[src/logic/l1_store_pkg.sv]
// L1 data cache store path definitions
// Widths, L2 channel encodings and shared types

package l1_store_pkg;

	// Strand count and cache geometry
	localparam int NUM_STRANDS = 4;
	localparam int TAG_WIDTH = 21;
	localparam int SET_WIDTH = 5;
	localparam int ADDR_WIDTH = TAG_WIDTH + SET_WIDTH;
	localparam int LINE_WIDTH = 512;
	localparam int MASK_WIDTH = LINE_WIDTH / 8;

	typedef logic [1:0] strand_id_t;
	typedef logic [NUM_STRANDS-1:0] strand_mask_t;

	typedef logic [TAG_WIDTH-1:0] tag_t;
	typedef logic [SET_WIDTH-1:0] set_t;
	typedef logic [ADDR_WIDTH-1:0] line_addr_t;
	typedef logic [LINE_WIDTH-1:0] line_data_t;
	typedef logic [MASK_WIDTH-1:0] byte_mask_t;

	// L2 channel fields
	typedef logic [1:0] unit_id_t;
	typedef logic [2:0] l2_op_t;
	typedef logic [1:0] resp_op_t;

	// Store buffer identity on the L2 request and response channels
	localparam unit_id_t STBUF_UNIT = 2'd2;

	localparam l2_op_t L2_OP_STORE = 3'd1;
	localparam l2_op_t L2_OP_STORE_SYNC = 3'd5;

	// Request issue FSM
	typedef enum logic
	{
		ISSUE_IDLE,
		ISSUE_WAIT_ACK
	} issue_state_t;

endpackage

[src/logic/rr_arbiter4.sv]
// Four-way round-robin arbiter
// Priority starts after the last winner and only moves when advanced

`timescale 1ns/10ps

module rr_arbiter4 (
	input logic clk,
	input logic rst_n_i,
	input l1_store_pkg::strand_mask_t req_i,
	input logic advance_i,
	output l1_store_pkg::strand_mask_t grant_o
);

	l1_store_pkg::strand_id_t last_winner;
	l1_store_pkg::strand_id_t grant_idx;
	l1_store_pkg::strand_id_t scan_idx;
	logic found;

	// Scan from the strand after the last winner, wrapping around
	always_comb
	begin
		grant_o = '0;
		grant_idx = last_winner;
		scan_idx = last_winner;
		found = 1'b0;
		for (int i = 1; i <= l1_store_pkg::NUM_STRANDS; i++)
		begin
			scan_idx = last_winner + l1_store_pkg::strand_id_t'(i);
			if (req_i[scan_idx] && !found)
			begin
				grant_o[scan_idx] = 1'b1;
				grant_idx = scan_idx;
				found = 1'b1;
			end
		end
	end

	// Last winner pointer, starts so that strand 0 has top priority
	always_ff @(posedge clk or negedge rst_n_i)
	begin
		if (!rst_n_i)
		begin
			last_winner <= l1_store_pkg::strand_id_t'(l1_store_pkg::NUM_STRANDS - 1);
		end
		else if (advance_i && found)
		begin
			last_winner <= grant_idx;
		end
	end

endmodule

[src/logic/store_buffer.sv]
// Per-strand store buffer of the L1 data cache
// Queues one store per strand, issues to L2 and retires on response

`timescale 1ns/10ps

module store_buffer (
	input logic clk,
	input logic rst_n_i,
	input logic write_i,
	input logic synchronized_i,
	input l1_store_pkg::strand_id_t strand_id_i,
	input l1_store_pkg::tag_t tag_i,
	input l1_store_pkg::set_t set_i,
	input l1_store_pkg::line_data_t data_i,
	input l1_store_pkg::byte_mask_t mask_i,
	input logic sync_enqueue_i,
	input l1_store_pkg::strand_mask_t sync_resume_i,
	output l1_store_pkg::strand_mask_t entry_valid_o,
	output logic [l1_store_pkg::NUM_STRANDS*l1_store_pkg::TAG_WIDTH-1:0] entry_tag_o,
	output logic [l1_store_pkg::NUM_STRANDS*l1_store_pkg::SET_WIDTH-1:0] entry_set_o,
	output logic [l1_store_pkg::NUM_STRANDS*l1_store_pkg::LINE_WIDTH-1:0] entry_data_o,
	output logic [l1_store_pkg::NUM_STRANDS*l1_store_pkg::MASK_WIDTH-1:0] entry_mask_o,
	output l1_store_pkg::strand_mask_t entry_busy_o,
	output logic resp_done_o,
	output logic full_rollback_o,
	output l1_store_pkg::strand_mask_t resume_strands_o,
	output logic store_update_o,
	output l1_store_pkg::set_t store_update_set_o,
	output logic pci_valid_o,
	input logic pci_ack_i,
	output l1_store_pkg::unit_id_t pci_unit_o,
	output l1_store_pkg::strand_id_t pci_strand_o,
	output l1_store_pkg::l2_op_t pci_op_o,
	output l1_store_pkg::line_addr_t pci_address_o,
	output l1_store_pkg::line_data_t pci_data_o,
	output l1_store_pkg::byte_mask_t pci_mask_o,
	input logic cpi_valid_i,
	input logic cpi_status_i,
	input l1_store_pkg::unit_id_t cpi_unit_i,
	input l1_store_pkg::strand_id_t cpi_strand_i,
	input l1_store_pkg::resp_op_t cpi_op_i,
	input logic cpi_update_i,
	output l1_store_pkg::strand_mask_t arb_req_o,
	output logic arb_advance_o,
	input l1_store_pkg::strand_mask_t arb_grant_i
);

	// Entry payload
	l1_store_pkg::tag_t store_tag [l1_store_pkg::NUM_STRANDS];
	l1_store_pkg::set_t store_set [l1_store_pkg::NUM_STRANDS];
	l1_store_pkg::line_data_t store_data [l1_store_pkg::NUM_STRANDS];
	l1_store_pkg::byte_mask_t store_mask [l1_store_pkg::NUM_STRANDS];

	// Entry control
	l1_store_pkg::strand_mask_t store_enqueued;
	l1_store_pkg::strand_mask_t store_acked;
	l1_store_pkg::strand_mask_t store_sync;
	l1_store_pkg::strand_mask_t wait_strands;

	l1_store_pkg::issue_state_t issue_state;
	l1_store_pkg::strand_id_t issue_entry;
	l1_store_pkg::strand_id_t grant_idx;

	l1_store_pkg::strand_mask_t complete_mask;
	logic store_complete;
	logic collision;
	logic full;
	logic enqueue;

	// Response for the store buffer retires an occupied entry
	always_comb
	begin
		complete_mask = '0;
		if (cpi_valid_i && (cpi_unit_i == l1_store_pkg::STBUF_UNIT)
			&& store_enqueued[cpi_strand_i])
		begin
			complete_mask[cpi_strand_i] = 1'b1;
		end
	end

	assign store_complete = |complete_mask;
	assign resp_done_o = store_complete;

	// Rewrite in the response cycle takes over the entry
	assign collision = store_complete && write_i && (strand_id_i == cpi_strand_i);
	assign full = write_i && store_enqueued[strand_id_i] && !collision;
	assign enqueue = write_i && (!store_enqueued[strand_id_i] || collision)
		&& (!synchronized_i || sync_enqueue_i);

	assign store_update_o = store_complete && cpi_update_i;
	assign store_update_set_o = store_complete ? store_set[cpi_strand_i] : '0;

	// Export entries to the bypass and tracker
	assign entry_valid_o = store_enqueued;
	assign entry_busy_o = store_enqueued & ~complete_mask;

	always_comb
	begin
		for (int i = 0; i < l1_store_pkg::NUM_STRANDS; i++)
		begin
			entry_tag_o[i * l1_store_pkg::TAG_WIDTH +: l1_store_pkg::TAG_WIDTH] = store_tag[i];
			entry_set_o[i * l1_store_pkg::SET_WIDTH +: l1_store_pkg::SET_WIDTH] = store_set[i];
			entry_data_o[i * l1_store_pkg::LINE_WIDTH +: l1_store_pkg::LINE_WIDTH] = store_data[i];
			entry_mask_o[i * l1_store_pkg::MASK_WIDTH +: l1_store_pkg::MASK_WIDTH] = store_mask[i];
		end
	end

	// Arbitration between entries waiting to go out
	assign arb_req_o = store_enqueued & ~store_acked;
	assign arb_advance_o = (issue_state == l1_store_pkg::ISSUE_IDLE);

	always_comb
	begin
		grant_idx = '0;
		for (int i = 0; i < l1_store_pkg::NUM_STRANDS; i++)
		begin
			if (arb_grant_i[i])
			begin
				grant_idx = l1_store_pkg::strand_id_t'(i);
			end
		end
	end

	// L2 request fields come straight from the latched entry
	assign pci_valid_o = (issue_state == l1_store_pkg::ISSUE_WAIT_ACK);
	assign pci_unit_o = l1_store_pkg::STBUF_UNIT;
	assign pci_strand_o = issue_entry;
	assign pci_op_o = store_sync[issue_entry] ? l1_store_pkg::L2_OP_STORE_SYNC
		: l1_store_pkg::L2_OP_STORE;
	assign pci_address_o = {store_tag[issue_entry], store_set[issue_entry]};
	assign pci_data_o = store_data[issue_entry];
	assign pci_mask_o = store_mask[issue_entry];

	always_ff @(posedge clk)
	begin
		if (enqueue)
		begin
			store_tag[strand_id_i] <= tag_i;
			store_set[strand_id_i] <= set_i;
			store_data[strand_id_i] <= data_i;
			store_mask[strand_id_i] <= mask_i;
		end
	end

	// Entry state and issue FSM
	always_ff @(posedge clk or negedge rst_n_i)
	begin
		if (!rst_n_i)
		begin
			store_enqueued <= '0;
			store_acked <= '0;
			store_sync <= '0;
			issue_state <= l1_store_pkg::ISSUE_IDLE;
			issue_entry <= '0;
		end
		else
		begin
			case (issue_state)
				l1_store_pkg::ISSUE_IDLE:
				begin
					if (|arb_grant_i)
					begin
						issue_entry <= grant_idx;
						issue_state <= l1_store_pkg::ISSUE_WAIT_ACK;
					end
				end
				l1_store_pkg::ISSUE_WAIT_ACK:
				begin
					if (pci_ack_i)
					begin
						store_acked[issue_entry] <= 1'b1;
						issue_state <= l1_store_pkg::ISSUE_IDLE;
					end
				end
				default:
				begin
					issue_state <= l1_store_pkg::ISSUE_IDLE;
				end
			endcase

			if (store_complete)
			begin
				store_enqueued[cpi_strand_i] <= 1'b0;
				store_acked[cpi_strand_i] <= 1'b0;
			end

			// New store wins over a retirement of the same entry
			if (enqueue)
			begin
				store_enqueued[strand_id_i] <= 1'b1;
				store_acked[strand_id_i] <= 1'b0;
				store_sync[strand_id_i] <= synchronized_i;
			end
		end
	end

	// Full rollback and resume once the entry drains
	always_ff @(posedge clk or negedge rst_n_i)
	begin
		if (!rst_n_i)
		begin
			wait_strands <= '0;
			full_rollback_o <= 1'b0;
			resume_strands_o <= '0;
		end
		else
		begin
			wait_strands <= wait_strands & ~complete_mask;
			if (full)
			begin
				wait_strands[strand_id_i] <= 1'b1;
			end
			full_rollback_o <= full;
			resume_strands_o <= (complete_mask & wait_strands) | sync_resume_i;
		end
	end

endmodule

[src/logic/store_path_top.sv]
// L1 data cache store path top level
// Store buffer, issue arbiter, load bypass and sync store tracking

`timescale 1ns/10ps

module store_path_top (
	input logic clk,
	input logic rst_n_i,
	input logic write_i,
	input logic synchronized_i,
	input l1_store_pkg::strand_id_t strand_id_i,
	input l1_store_pkg::tag_t tag_i,
	input l1_store_pkg::set_t set_i,
	input l1_store_pkg::line_data_t data_i,
	input l1_store_pkg::byte_mask_t mask_i,
	output l1_store_pkg::line_data_t data_o,
	output l1_store_pkg::byte_mask_t mask_o,
	output logic rollback_o,
	output l1_store_pkg::strand_mask_t resume_strands_o,
	output logic store_update_o,
	output l1_store_pkg::set_t store_update_set_o,
	output logic pci_valid_o,
	input logic pci_ack_i,
	output l1_store_pkg::unit_id_t pci_unit_o,
	output l1_store_pkg::strand_id_t pci_strand_o,
	output l1_store_pkg::l2_op_t pci_op_o,
	output l1_store_pkg::line_addr_t pci_address_o,
	output l1_store_pkg::line_data_t pci_data_o,
	output l1_store_pkg::byte_mask_t pci_mask_o,
	input logic cpi_valid_i,
	input logic cpi_status_i,
	input l1_store_pkg::unit_id_t cpi_unit_i,
	input l1_store_pkg::strand_id_t cpi_strand_i,
	input l1_store_pkg::resp_op_t cpi_op_i,
	input logic cpi_update_i
);

	l1_store_pkg::strand_mask_t entry_valid;
	logic [l1_store_pkg::NUM_STRANDS*l1_store_pkg::TAG_WIDTH-1:0] entry_tag;
	logic [l1_store_pkg::NUM_STRANDS*l1_store_pkg::SET_WIDTH-1:0] entry_set;
	logic [l1_store_pkg::NUM_STRANDS*l1_store_pkg::LINE_WIDTH-1:0] entry_data;
	logic [l1_store_pkg::NUM_STRANDS*l1_store_pkg::MASK_WIDTH-1:0] entry_mask;
	l1_store_pkg::strand_mask_t entry_busy;
	l1_store_pkg::strand_mask_t arb_req;
	l1_store_pkg::strand_mask_t arb_grant;
	l1_store_pkg::strand_mask_t sync_status;
	l1_store_pkg::strand_mask_t sync_resume;
	logic arb_advance;
	logic resp_done;
	logic sync_enqueue;
	logic full_rollback;
	logic sync_rollback;

	// Either rollback source stalls the strand
	assign rollback_o = full_rollback | sync_rollback;

	store_buffer u_store_buffer (
		.clk(clk),
		.rst_n_i(rst_n_i),
		.write_i(write_i),
		.synchronized_i(synchronized_i),
		.strand_id_i(strand_id_i),
		.tag_i(tag_i),
		.set_i(set_i),
		.data_i(data_i),
		.mask_i(mask_i),
		.sync_enqueue_i(sync_enqueue),
		.sync_resume_i(sync_resume),
		.entry_valid_o(entry_valid),
		.entry_tag_o(entry_tag),
		.entry_set_o(entry_set),
		.entry_data_o(entry_data),
		.entry_mask_o(entry_mask),
		.entry_busy_o(entry_busy),
		.resp_done_o(resp_done),
		.full_rollback_o(full_rollback),
		.resume_strands_o(resume_strands_o),
		.store_update_o(store_update_o),
		.store_update_set_o(store_update_set_o),
		.pci_valid_o(pci_valid_o),
		.pci_ack_i(pci_ack_i),
		.pci_unit_o(pci_unit_o),
		.pci_strand_o(pci_strand_o),
		.pci_op_o(pci_op_o),
		.pci_address_o(pci_address_o),
		.pci_data_o(pci_data_o),
		.pci_mask_o(pci_mask_o),
		.cpi_valid_i(cpi_valid_i),
		.cpi_status_i(cpi_status_i),
		.cpi_unit_i(cpi_unit_i),
		.cpi_strand_i(cpi_strand_i),
		.cpi_op_i(cpi_op_i),
		.cpi_update_i(cpi_update_i),
		.arb_req_o(arb_req),
		.arb_advance_o(arb_advance),
		.arb_grant_i(arb_grant)
	);

	rr_arbiter4 u_rr_arbiter4 (
		.clk(clk),
		.rst_n_i(rst_n_i),
		.req_i(arb_req),
		.advance_i(arb_advance),
		.grant_o(arb_grant)
	);

	store_raw_bypass u_store_raw_bypass (
		.clk(clk),
		.rst_n_i(rst_n_i),
		.strand_id_i(strand_id_i),
		.tag_i(tag_i),
		.set_i(set_i),
		.write_i(write_i),
		.synchronized_i(synchronized_i),
		.entry_valid_i(entry_valid),
		.entry_tag_i(entry_tag),
		.entry_set_i(entry_set),
		.entry_data_i(entry_data),
		.entry_mask_i(entry_mask),
		.sync_status_i(sync_status),
		.data_o(data_o),
		.mask_o(mask_o)
	);

	sync_store_tracker u_sync_store_tracker (
		.clk(clk),
		.rst_n_i(rst_n_i),
		.write_i(write_i),
		.synchronized_i(synchronized_i),
		.strand_id_i(strand_id_i),
		.entry_busy_i(entry_busy),
		.resp_done_i(resp_done),
		.resp_strand_i(cpi_strand_i),
		.resp_status_i(cpi_status_i),
		.sync_enqueue_o(sync_enqueue),
		.sync_status_o(sync_status),
		.sync_rollback_o(sync_rollback),
		.sync_resume_o(sync_resume)
	);

endmodule

[src/logic/store_raw_bypass.sv]
// Store-to-load bypass for the L1 data cache
// Returns a strand's own pending store data, or its sync store result

`timescale 1ns/10ps

module store_raw_bypass (
	input logic clk,
	input logic rst_n_i,
	input l1_store_pkg::strand_id_t strand_id_i,
	input l1_store_pkg::tag_t tag_i,
	input l1_store_pkg::set_t set_i,
	input logic write_i,
	input logic synchronized_i,
	input l1_store_pkg::strand_mask_t entry_valid_i,
	input logic [l1_store_pkg::NUM_STRANDS*l1_store_pkg::TAG_WIDTH-1:0] entry_tag_i,
	input logic [l1_store_pkg::NUM_STRANDS*l1_store_pkg::SET_WIDTH-1:0] entry_set_i,
	input logic [l1_store_pkg::NUM_STRANDS*l1_store_pkg::LINE_WIDTH-1:0] entry_data_i,
	input logic [l1_store_pkg::NUM_STRANDS*l1_store_pkg::MASK_WIDTH-1:0] entry_mask_i,
	input l1_store_pkg::strand_mask_t sync_status_i,
	output l1_store_pkg::line_data_t data_o,
	output l1_store_pkg::byte_mask_t mask_o
);

	l1_store_pkg::tag_t own_tag;
	l1_store_pkg::set_t own_set;
	l1_store_pkg::line_data_t own_data;
	l1_store_pkg::byte_mask_t own_mask;
	l1_store_pkg::line_data_t sync_data;
	logic hit;

	// Only the requesting strand's entry can match
	always_comb
	begin
		own_tag = entry_tag_i[strand_id_i * l1_store_pkg::TAG_WIDTH +: l1_store_pkg::TAG_WIDTH];
		own_set = entry_set_i[strand_id_i * l1_store_pkg::SET_WIDTH +: l1_store_pkg::SET_WIDTH];
		own_data = entry_data_i[strand_id_i * l1_store_pkg::LINE_WIDTH +: l1_store_pkg::LINE_WIDTH];
		own_mask = entry_mask_i[strand_id_i * l1_store_pkg::MASK_WIDTH +: l1_store_pkg::MASK_WIDTH];
		hit = entry_valid_i[strand_id_i] && (own_tag == tag_i) && (own_set == set_i);
	end

	// Status bit replicated into the low bit of every 32-bit word
	assign sync_data = {(l1_store_pkg::LINE_WIDTH / 32){31'd0, sync_status_i[strand_id_i]}};

	always_ff @(posedge clk or negedge rst_n_i)
	begin
		if (!rst_n_i)
		begin
			data_o <= '0;
			mask_o <= '0;
		end
		else if (write_i && synchronized_i)
		begin
			data_o <= sync_data;
			mask_o <= '1;
		end
		else if (hit)
		begin
			data_o <= own_data;
			mask_o <= own_mask;
		end
		else
		begin
			data_o <= '0;
			mask_o <= '0;
		end
	end

endmodule

[src/logic/sync_store_tracker.sv]
// Synchronized store tracking per strand
// First try goes to L2 and rolls back, the retry picks up the L2 status

`timescale 1ns/10ps

module sync_store_tracker (
	input logic clk,
	input logic rst_n_i,
	input logic write_i,
	input logic synchronized_i,
	input l1_store_pkg::strand_id_t strand_id_i,
	input l1_store_pkg::strand_mask_t entry_busy_i,
	input logic resp_done_i,
	input l1_store_pkg::strand_id_t resp_strand_i,
	input logic resp_status_i,
	output logic sync_enqueue_o,
	output l1_store_pkg::strand_mask_t sync_status_o,
	output logic sync_rollback_o,
	output l1_store_pkg::strand_mask_t sync_resume_o
);

	l1_store_pkg::strand_mask_t sync_wait;
	l1_store_pkg::strand_mask_t sync_complete;
	l1_store_pkg::strand_mask_t sync_result;
	l1_store_pkg::strand_mask_t req_mask;
	l1_store_pkg::strand_mask_t resp_mask;
	l1_store_pkg::strand_mask_t first_try_mask;
	logic need_rollback;

	// Sync write from a strand whose entry is free
	always_comb
	begin
		req_mask = '0;
		if (write_i && synchronized_i && !entry_busy_i[strand_id_i])
		begin
			req_mask[strand_id_i] = 1'b1;
		end
	end

	always_comb
	begin
		resp_mask = '0;
		if (resp_done_i)
		begin
			resp_mask[resp_strand_i] = 1'b1;
		end
	end

	// No result on hand yet, so this is the first try
	assign first_try_mask = req_mask & ~sync_complete;
	assign need_rollback = |first_try_mask;
	assign sync_enqueue_o = need_rollback;

	assign sync_resume_o = sync_wait & resp_mask;
	assign sync_status_o = sync_result;

	always_ff @(posedge clk or negedge rst_n_i)
	begin
		if (!rst_n_i)
		begin
			sync_wait <= '0;
			sync_complete <= '0;
			sync_result <= '0;
			sync_rollback_o <= 1'b0;
		end
		else
		begin
			sync_wait <= (sync_wait & ~resp_mask) | first_try_mask;
			// Retry consumes the result
			sync_complete <= (sync_complete & ~req_mask) | (sync_wait & resp_mask);
			if (|(sync_wait & resp_mask))
			begin
				sync_result[resp_strand_i] <= resp_status_i;
			end
			sync_rollback_o <= need_rollback;
		end
	end

endmodule

[config.mk]
export PLATFORM = sky130hd
export DESIGN_NAME = store_path_top
export DESIGN_NICKNAME = d
export VERILOG_FILES = /design/src/logic/l1_store_pkg.sv /design/src/logic/rr_arbiter4.sv /design/src/logic/store_buffer.sv /design/src/logic/store_path_top.sv /design/src/logic/store_raw_bypass.sv /design/src/logic/sync_store_tracker.sv
export SDC_FILE = /design/constraint.sdc
export NUM_CORES = 2
export LEC_CHECK = 0
export BUFFER_PORTS_ARGS = -buffer_cell sky130_fd_sc_hd__buf_2
export CORE_AREA = 2 2 701 703
export CTS_CLUSTER_DIAMETER = 80
export DETAILED_ROUTE_END_ITERATION = 8
export DIE_AREA = 0 0 703 705
export PLACE_DENSITY = 0.47
export REMOVE_ABC_BUFFERS = 1
export SYNTH_ARGS = -nofsm -noshare
export SYNTH_HDL_FRONTEND = slang
export SYNTH_SLANG_ARGS = --single-unit
[constraint.sdc]
create_clock -name clk -period 20 [get_ports clk]
set_clock_uncertainty 0.1 [all_clocks]
set_input_delay 4 -clock clk [delete_from_list [all_inputs] [get_ports clk]]
set_output_delay 4 -clock clk [all_outputs]
set_load 0.005 [all_outputs]
; ---- Word-level counts from Yosys, hierarchy flattened
; Memories as Yosys holds them, arrays and structs flattened.
; Cells that the tools add are included.
[totals]
out_inout_bits = 1197
memories = 4
reg_bits = 615
ramBits = 2408
word_cells = 185
in_bits = 618
[mem_list]
columns = memory, depth, width, read_ports, rd_ports_with_merged_regs, write_ports, line_no
row1 = u_store_buffer.store_data, 4, 512, 5, 0, 1, store_buffer.sv:51  ; l1_store_pkg::line_data_t store_data [l1_store_pkg::NUM_STRANDS];
row2 = u_store_buffer.store_mask, 4, 64, 5, 0, 1, store_buffer.sv:52  ; l1_store_pkg::byte_mask_t store_mask [l1_store_pkg::NUM_STRANDS];
row3 = u_store_buffer.store_tag, 4, 21, 5, 0, 1, store_buffer.sv:49  ; l1_store_pkg::tag_t store_tag [l1_store_pkg::NUM_STRANDS];
row4 = u_store_buffer.store_set, 4, 5, 6, 0, 1, store_buffer.sv:50  ; l1_store_pkg::set_t store_set [l1_store_pkg::NUM_STRANDS];
[op_classes]
multipliers = 2
eq_ne = 4
add_sub_neg = 3
n_shift = 4
magnitude_cmp = 14
mux = 69
bitwise = 30
n_reduce_logical = 40
[ops]
columns = cell, n
row1 = variable part select 2048 x 12 -> 512 bit, 1
row2 = two-way mux 512 bit, 2
row3 = variable part select 256 x 9 -> 64 bit, 1
row4 = two-way mux 64 bit, 2
row5 = variable part select 84 x 8 -> 21 bit, 1
row6 = two-way mux 4 bit, 14
row7 = bitwise AND 4 bit, 11
row8 = bitwise OR 4 bit, 9
row9 = NOT 4 bit, 7
row10 = two-way mux 1 bit, 25
row11 = logical AND 1 bit, 24
row12 = equality test 21 bit, 1
row13 = "less-than comparator 2 x 3 -> 1 bit, second input constant", 7
row14 = variable part select 20 x 6 -> 5 bit, 1
row15 = binary-select mux 1 bit (select 2 bit), 9
row16 = OR reduction 4 bit, 4
row17 = demux 1 bit (select 2 bit), 7
row18 = "greater-or-equal comparator 2 x 1 -> 1 bit, second input constant", 7
row19 = two-way mux 2 bit, 5
row20 = bitwise mux 4 bit, 2
row21 = zero test 1 bit, 7
row22 = "multiplier 2 x 5 -> 7 bit, second input constant", 1
row23 = equality test 5 bit, 1
row24 = "multiplier 2 x 3 -> 5 bit, second input constant", 1
row25 = other kinds (13), 16

; ---- Depth between registers and ports, before layout
[depth]
ltp_word = 18
ltp_mapped = 11
depth_no_buf = 8

; ---- Cells and area by module
; A second synthesis with hierarchy kept.
[unflattened]
hier_cells = 6232
hier_area_um2 = 127230.8
[by_module_without_submodules]
columns = mod, seq_area_each_um2, area_each_um2, cells_per_inst, instances
row1 = store_buffer, 72909.9, 88075.7, 3304, 1
row2 = store_raw_bypass, 14413.8, 37915.1, 2810, 1
row3 = sync_store_tracker, 325.3, 630.6, 54, 1
row4 = rr_arbiter4, 52.6, 603.1, 63, 1
row5 = store_path_top, 0.0, 6.3, 1, 1

; ---- Worst setup path before layout
; OpenSTA, ideal clock, no wires.
[synth_path]
path_type = input to register
startpoint = input strand_id_i[0]
endpoint = register u_store_buffer.store_acked[3]
t_required_ns = 19.226
path_slack_ns = 1.231
path_buffers = 4
path_stages = 11
arrival_ns = 17.995
setup_time_ns = 0.674
cell_sequence = buf_6 > buf_6 > buf_4 > buf_2 > nand2b_1 > a2111oi_1 > nor4_1 > a221oi_1 > nand3_1 > inv_1 > nor3_1
[synth_between]
elab_chain_len = 10
word_cells_on_any_way = 24
cone_classes = order compare (2) / eq/ne (1) / mux (8) / bitwise (3) / reduce/logical (10)
[synth_rtl]
columns = element, line_no
row1 = "start, declared", store_path_top.sv:11  ; input l1_store_pkg::strand_id_t strand_id_i,
row2 = less-than comparator 2 x 3 -> 1 bit (not written as such) (tied with other cells), "store_buffer.sv:191, sync_store_tracker.sv:36"
row3 = logical AND 1 bit (not written as such) / two-way mux 1 bit (equally long branches), "store_buffer.sv:191, sync_store_tracker.sv:36, sync_store_tracker.sv:34"
row4 = two-way mux 1 bit (not written as such) / zero test 1 bit (equally long branches), "store_buffer.sv:191, sync_store_tracker.sv:36, sync_store_tracker.sv:34"
row5 = demux 1 bit (select 2 bit) / logical AND 1 bit (equally long branches), n/a
row6 = two-way mux 4 bit, sync_store_tracker.sv:34  ; if (write_i && synchronized_i && !entry_busy_i[strand_id_i])
row7 = bitwise AND 4 bit, sync_store_tracker.sv:50  ; assign first_try_mask = req_mask & ~sync_complete;
row8 = OR reduction 4 bit, sync_store_tracker.sv:51  ; assign need_rollback = |first_try_mask;
row9 = logical OR 1 bit, store_buffer.sv:88  ; && (!synchronized_i || sync_enqueue_i);
row10 = logical AND 1 bit, store_buffer.sv:88
row11 = two-way mux 4 bit (*), store_buffer.sv:188  ; if (enqueue)
row12 = "end signal, assigned by index", store_buffer.sv:171  ; store_acked[issue_entry] <= 1'b1;
row13 = "end signal, assigned by index", store_buffer.sv:184  ; store_acked[cpi_strand_i] <= 1'b0;
row14 = "end signal, assigned by index", store_buffer.sv:191  ; store_acked[strand_id_i] <= 1'b0;
row15 = "end, declared", store_buffer.sv:56  ; l1_store_pkg::strand_mask_t store_acked;
; Mark *: on every way between the ends. The rest lies on a longest branch, timed or not. The select of a mux whose other input is x is not followed.
; A chain may end at the register's enable or synchronous reset.

; ---- Worst setup path after layout
[layout_path]
startpoint = input strand_id_i[0]
endpoint = register u_store_raw_bypass.data_o[382]
[layout_between]
elab_chain_len = 7
word_cells_on_any_way = 13
cone_classes = mul (2) / eq/ne (2) / shift (3) / mux (4) / reduce/logical (2)
[layout_rtl]
columns = element, line_no
row1 = multiplier 2 x 5 -> 7 bit, store_raw_bypass.sv:34  ; own_tag = entry_tag_i[strand_id_i * l1_store_pkg::TAG_WIDTH +: l1_store_pkg::TAG_WIDTH];
row2 = variable part select 84 x 8 -> 21 bit, store_raw_bypass.sv:34
row3 = equality test 21 bit, store_raw_bypass.sv:38  ; hit = entry_valid_i[strand_id_i] && (own_tag == tag_i) && (own_set == set_i);
row4 = logical AND 1 bit (2 in series), store_raw_bypass.sv:38
row5 = two-way mux 512 bit (*), store_raw_bypass.sv:56  ; else if (hit)
row6 = two-way mux 512 bit (*), store_raw_bypass.sv:51  ; else if (write_i && synchronized_i)
row7 = "end signal, assigned", store_raw_bypass.sv:53  ; data_o <= sync_data;
row8 = "end signal, assigned", store_raw_bypass.sv:58  ; data_o <= own_data;
row9 = "end, declared", store_raw_bypass.sv:20  ; output l1_store_pkg::line_data_t data_o,
; Marked as above.

==> results.md <==
Route:
- For this run, design rule violations remaining after detail routing come to 0.
- The first-pass iteration count of the detailed router is 7.
- The routed length per placed instance is roughly 33 um.
- The violation count after the first detailed-route iteration is approximately 6300.
- For this block, the routed nets add up to about 470000 um of wire.
- The total vias in the final route is ~70000.
- Dividing the detail-routed via count by the number of cells gives 4.79.
- In this run the remaining antenna-violating nets after routing total 0.

Global routing:
- The overall track demand over capacity in global routing is a little under a fifth.
- The first-pass GRT wire length is slightly above 600000 um.
- The via count of the first global-routing pass is 71000.
- Entering global routing, the biggest net connects 170 pins.
- For this run the aggregate overflow at the end of global routing stands at 0.
- The number of antenna violations at the first check in global routing is 287.

Floorplan:
- In this run the count of I/O pins placed on the die edge is ~1800.
- The number of cell rows is 257.
- Measured along the x axis, the die boundary spans 703 um.
- The die covers around 500000 um^2.
- Once the floorplan was initialized, standard cells occupied 25.1% of the core.
- After floorplanning, the core was sized to cover between 400000 and 500000 um^2.
- Measured along the y axis, the die boundary spans 705 um.

Timing:
- The max-slew violation count came to 0.
- The worst hold slack across all endpoints is ~0.38 ns.
- Static timing analysis puts the maximum clock frequency at ~96 MHz.
- The post-route fraction of the period consumed by the critical path is a little over half.
- The total negative slack for setup checks is 0 ns.
- Setup violations remaining at the end of the flow were counted as 0.
- The relative slew slack is a little over an eighth.
- The slew at the pin closest to its max-slew limit is ~1.3 ns.
- The minimum clock period is roughly 10 ns.
- The number of hold-slack violations in the final timing report is 0.
- Setup repair after global routing left no endpoint under its margin.

Cells and area:
- In the final design database the tool counted between 8000 and 9000 nets.
- The signed area change from the synthesized netlist to the final layout is 23.1%.
- The number of filler instances in the final layout is between 40000 and 50000.
- The proportion of layout cells with a drive suffix above 1 is between 40% and 50%.

Clocking:
- The clock tree root driver cell is sky130_fd_sc_hd__clkbuf_16.
- The number of buffers inserted by post-CTS setup repair is 0.
- The total CTS buffers is between 300 and 400.
- In this run, post-CTS hold repair placed 0 buffers.
- No sink is reached through more buffers than the 4 on the longest clock path.
- The H-tree was split into 5 levels.
- The CTS tree is done.
- The clock slew at the register clock pins of the worst setup and hold paths is around 0.060 ns.
- CTS saw 3023 sinks.
- The total of cells resized after clock tree synthesis is 0.
- The insertion delay of the later-clocked pin in the worst-skew pair is 0.95 ns.

Power and ir drop:
- The reported leakage power is 56.4 nW.
- The worst-case IR drop observed on VDD is between 0.00009 and 0.0001 V.
- The power per unit of standard cell area is between 100 and 150 nW/um^2.

Synth:
- The share of synthesized flip-flops with an asynchronous set or reset is between 20% and 30%.
- In this run, synthesis produced a sequential element count of between 3000 and 4000.
- Counting instances in the post-synthesis netlist gives the leading cell types as sky130_fd_sc_hd__edfxtp_1, sky130_fd_sc_hd__mux4_2, sky130_fd_sc_hd__dfrtp_1.
- The average size of a mapped cell is 22.0 um^2.
- The biggest area consumer among synthesized cells is sky130_fd_sc_hd__edfxtp_1.
- After technology mapping, the gate count stands at 5553.
- The top cell type by area accounts for 59.1% of the synthesized area.
- The total standard cell area after synthesis is between 100000 and 150000 um^2.
- Among all flip-flop cells after synthesis, the most frequent one is sky130_fd_sc_hd__edfxtp_1.
- In the post-synthesis netlist, the cell with the most instances is sky130_fd_sc_hd__edfxtp_1.
- The number of warnings issued by yosys is 0.
- The netlist uses between 50 and 60 different library cells.
- The number of synthesized flops with an enable pin is roughly 2400.
- Summing the sequential cell areas from Yosys gives between 70% and 80% of the chip area.
- Sorting the synthesized cells by area gives the leading types as sky130_fd_sc_hd__edfxtp_1, sky130_fd_sc_hd__mux4_2, sky130_fd_sc_hd__dfrtp_1.

Critical path:
- The critical path required time is 20.75 ns.
- The worst setup path is launched from an input pin.
- The number of cells on the worst reg-to-reg path is 10.
- The setup check on the worst reg-to-reg path leaves a slack of approximately 13 ns.
- The worst register-to-register path ends at u_store_buffer.store_data[0][86].
- The data arrival at the endpoint of the critical path is around 11 ns.
- The worst register-to-register path begins at u_store_buffer.entry_valid_o[0].
- Along the worst path, the maximum fanout reaches roughly 130.
- The critical path start-end classification is in2reg.
- The worst setup path is captured at a flip-flop.

Hold path:
- The hold path endpoint is u_store_buffer.store_sync[0].
- The min-delay analysis places its worst path in the category reg2reg.
- Along the worst hold path, the cell count comes to 1.
- The launch instance of the worst min-delay path is u_store_buffer.store_sync[0].

Placement:
- The final weighted congestion in routability-driven placement is about 0.82.
- Detailed placement finished with a half-perimeter wire length of between 300000 and 400000 um.
- The number of buffer cells added on primary ports is ~1800.

Outcome:
- The run finished with clean final reports.

Job:
- Max-cap violations in this run came to 0.
metrics by stage:
stage / setup slack, ns / power, W / area (um^2) / util [%] / std cells
detailed placement: 8.41 / 0.0118 / 139000 / 28.4 / 13500
global route: 9.20 / 0.0185 / 150000 / 30.8 / 14200
floorplan: -8.12 / 0.0114 / 120000 / - / 5147
finish: 9.54 / 0.0179 / 151000 / 30.8 / 14300
CTS: 9.51 / 0.0183 / 150000 / 30.8 / 14200
global placement: 8.40 / 0.0118 / 139000 / 28.4 / 13500
worst max-delay path, cell delays in order:
cell                      delay, ns
sky130_fd_sc_hd__buf_8         0.44
sky130_fd_sc_hd__buf_4         0.57
sky130_fd_sc_hd__buf_4         0.57
sky130_fd_sc_hd__buf_4         0.67
sky130_fd_sc_hd__mux4_2        0.60
sky130_fd_sc_hd__xnor2_1       0.36
sky130_fd_sc_hd__nand4_1       0.21
sky130_fd_sc_hd__or4_1         0.50
sky130_fd_sc_hd__nor4_4        0.30
sky130_fd_sc_hd__buf_12        0.54
sky130_fd_sc_hd__buf_4         0.76
sky130_fd_sc_hd__buf_4         0.78
sky130_fd_sc_hd__and3_1        0.32
how the worst max path moves through the flow:
stage	startpoint	endpoint	slack (ns)	cells after the start
global route	strand_id_i[0]	u_store_raw_bypass.data_o[382]	9.20	13
finish	strand_id_i[0]	u_store_raw_bypass.data_o[382]	9.54	13
floorplan	u_store_buffer.pci_strand_o[0]	pci_address_o[0]	-8.12	1
detailed placement	strand_id_i[0]	u_store_raw_bypass.data_o[382]	8.41	13
global placement	strand_id_i[0]	u_store_raw_bypass.data_o[382]	8.40	13
CTS	strand_id_i[0]	u_store_raw_bypass.data_o[382]	9.51	13
layer usage:
| layer | track usage [%] | wire (um) | up-vias |
|---|---|---|---|
| met5 | 0 | 914 | - |
| met4 | 7.68 | 21900 | 144 |
| met3 | 6.71 | 44900 | 955 |
| met2 | 30.4 | 230000 | 2829 |
| met1 | 20.8 | 168000 | 37200 |
| li1 | - | - | 27300 |
where the power goes:
part	internal [W]	switching, W	total [W]
registers	0.00704	0.000130	0.00717
clock network	0.00369	0.00268	0.00638
logic	0.00168	0.00269	0.00437
cell type report:
cell class | instances | area, um^2 | area share (%)
tap | 6475 | 8100 | 5.38
timing repair buffer | 1912 | 10200 | 6.80
antenna | 122 | 305 | 0.203
clock buffer | 511 | 9970 | 6.62
clock inverter | 145 | 1530 | 1.02
inverter | 16 | 90.1 | 0.0598
sequential | 3023 | 87700 | 58.3
multi-input combinational | 2108 | 32600 | 21.7
cell families (layout without fill, tap and decap cells):
| family | count (synthesis) | after routing | share of synthesized area, % |
|---|---|---|---|
| flops | 3023 | 3023 | 71.7 |
| mux | 1220 | 1220 | 22.4 |
| simple gates | 771 | 771 | 3.54 |
| buf+inv | 424 | 2584 | 1.64 |
| compound gates | 76 | 76 | 0.402 |
| xor+xnor | 29 | 29 | 0.208 |
| fa+ha+maj | 8 | 8 | 0.0819 |
| other cells | 2 | 126 | 0.00614 |
flip-flops by register name, indices dropped and copies added (netlist names), 2 cells and up:
signal / count
u_store_buffer.resume_strands_o: 4
u_store_buffer.store_mask: 256
u_store_buffer.store_tag: 84
u_store_raw_bypass.data_o: 512
u_store_buffer.entry_valid_o: 4
u_store_raw_bypass.mask_o: 64
u_store_buffer.wait_strands: 4
u_store_buffer.store_set: 20
u_store_buffer.store_data: 2048
u_sync_store_tracker.sync_complete: 4
u_sync_store_tracker.sync_wait: 4
u_rr_arbiter4.last_winner: 2
u_store_buffer.store_acked: 4
u_sync_store_tracker.sync_status_o: 4
u_store_buffer.pci_strand_o: 2
u_store_buffer.store_sync: 4
placed cells by master, fill, tap and decap left out, types with 9 or more instances in the layout:
| master | instances |
|---|---|
| sky130_fd_sc_hd__nor2_1 | 17 |
| sky130_fd_sc_hd__buf_4 | 74 |
| sky130_fd_sc_hd__buf_12 | 30 |
| sky130_fd_sc_hd__nor3_1 | 18 |
| sky130_fd_sc_hd__inv_8 | 9 |
| sky130_fd_sc_hd__nand3_1 | 11 |
| sky130_fd_sc_hd__bufinv_16 | 16 |
| sky130_fd_sc_hd__xnor2_1 | 27 |
| sky130_fd_sc_hd__o21ai_0 | 33 |
| sky130_fd_sc_hd__clkbuf_16 | 353 |
| sky130_fd_sc_hd__diode_2 | 122 |
| sky130_fd_sc_hd__clkbuf_8 | 54 |
| sky130_fd_sc_hd__clkinv_1 | 34 |
| sky130_fd_sc_hd__clkinv_2 | 53 |
| sky130_fd_sc_hd__mux4_2 | 1214 |
| sky130_fd_sc_hd__clkinv_16 | 10 |
| sky130_fd_sc_hd__nor2b_1 | 13 |
| sky130_fd_sc_hd__nand4_1 | 13 |
| sky130_fd_sc_hd__and3_1 | 499 |
| sky130_fd_sc_hd__inv_6 | 12 |
| sky130_fd_sc_hd__edfxtp_1 | 2408 |
| sky130_fd_sc_hd__clkbuf_1 | 104 |
| sky130_fd_sc_hd__buf_2 | 1805 |
| sky130_fd_sc_hd__inv_1 | 11 |
| sky130_fd_sc_hd__nand2_1 | 176 |
| sky130_fd_sc_hd__dfrtp_1 | 611 |
Note: power is estimated with default switching activity, not from simulation.
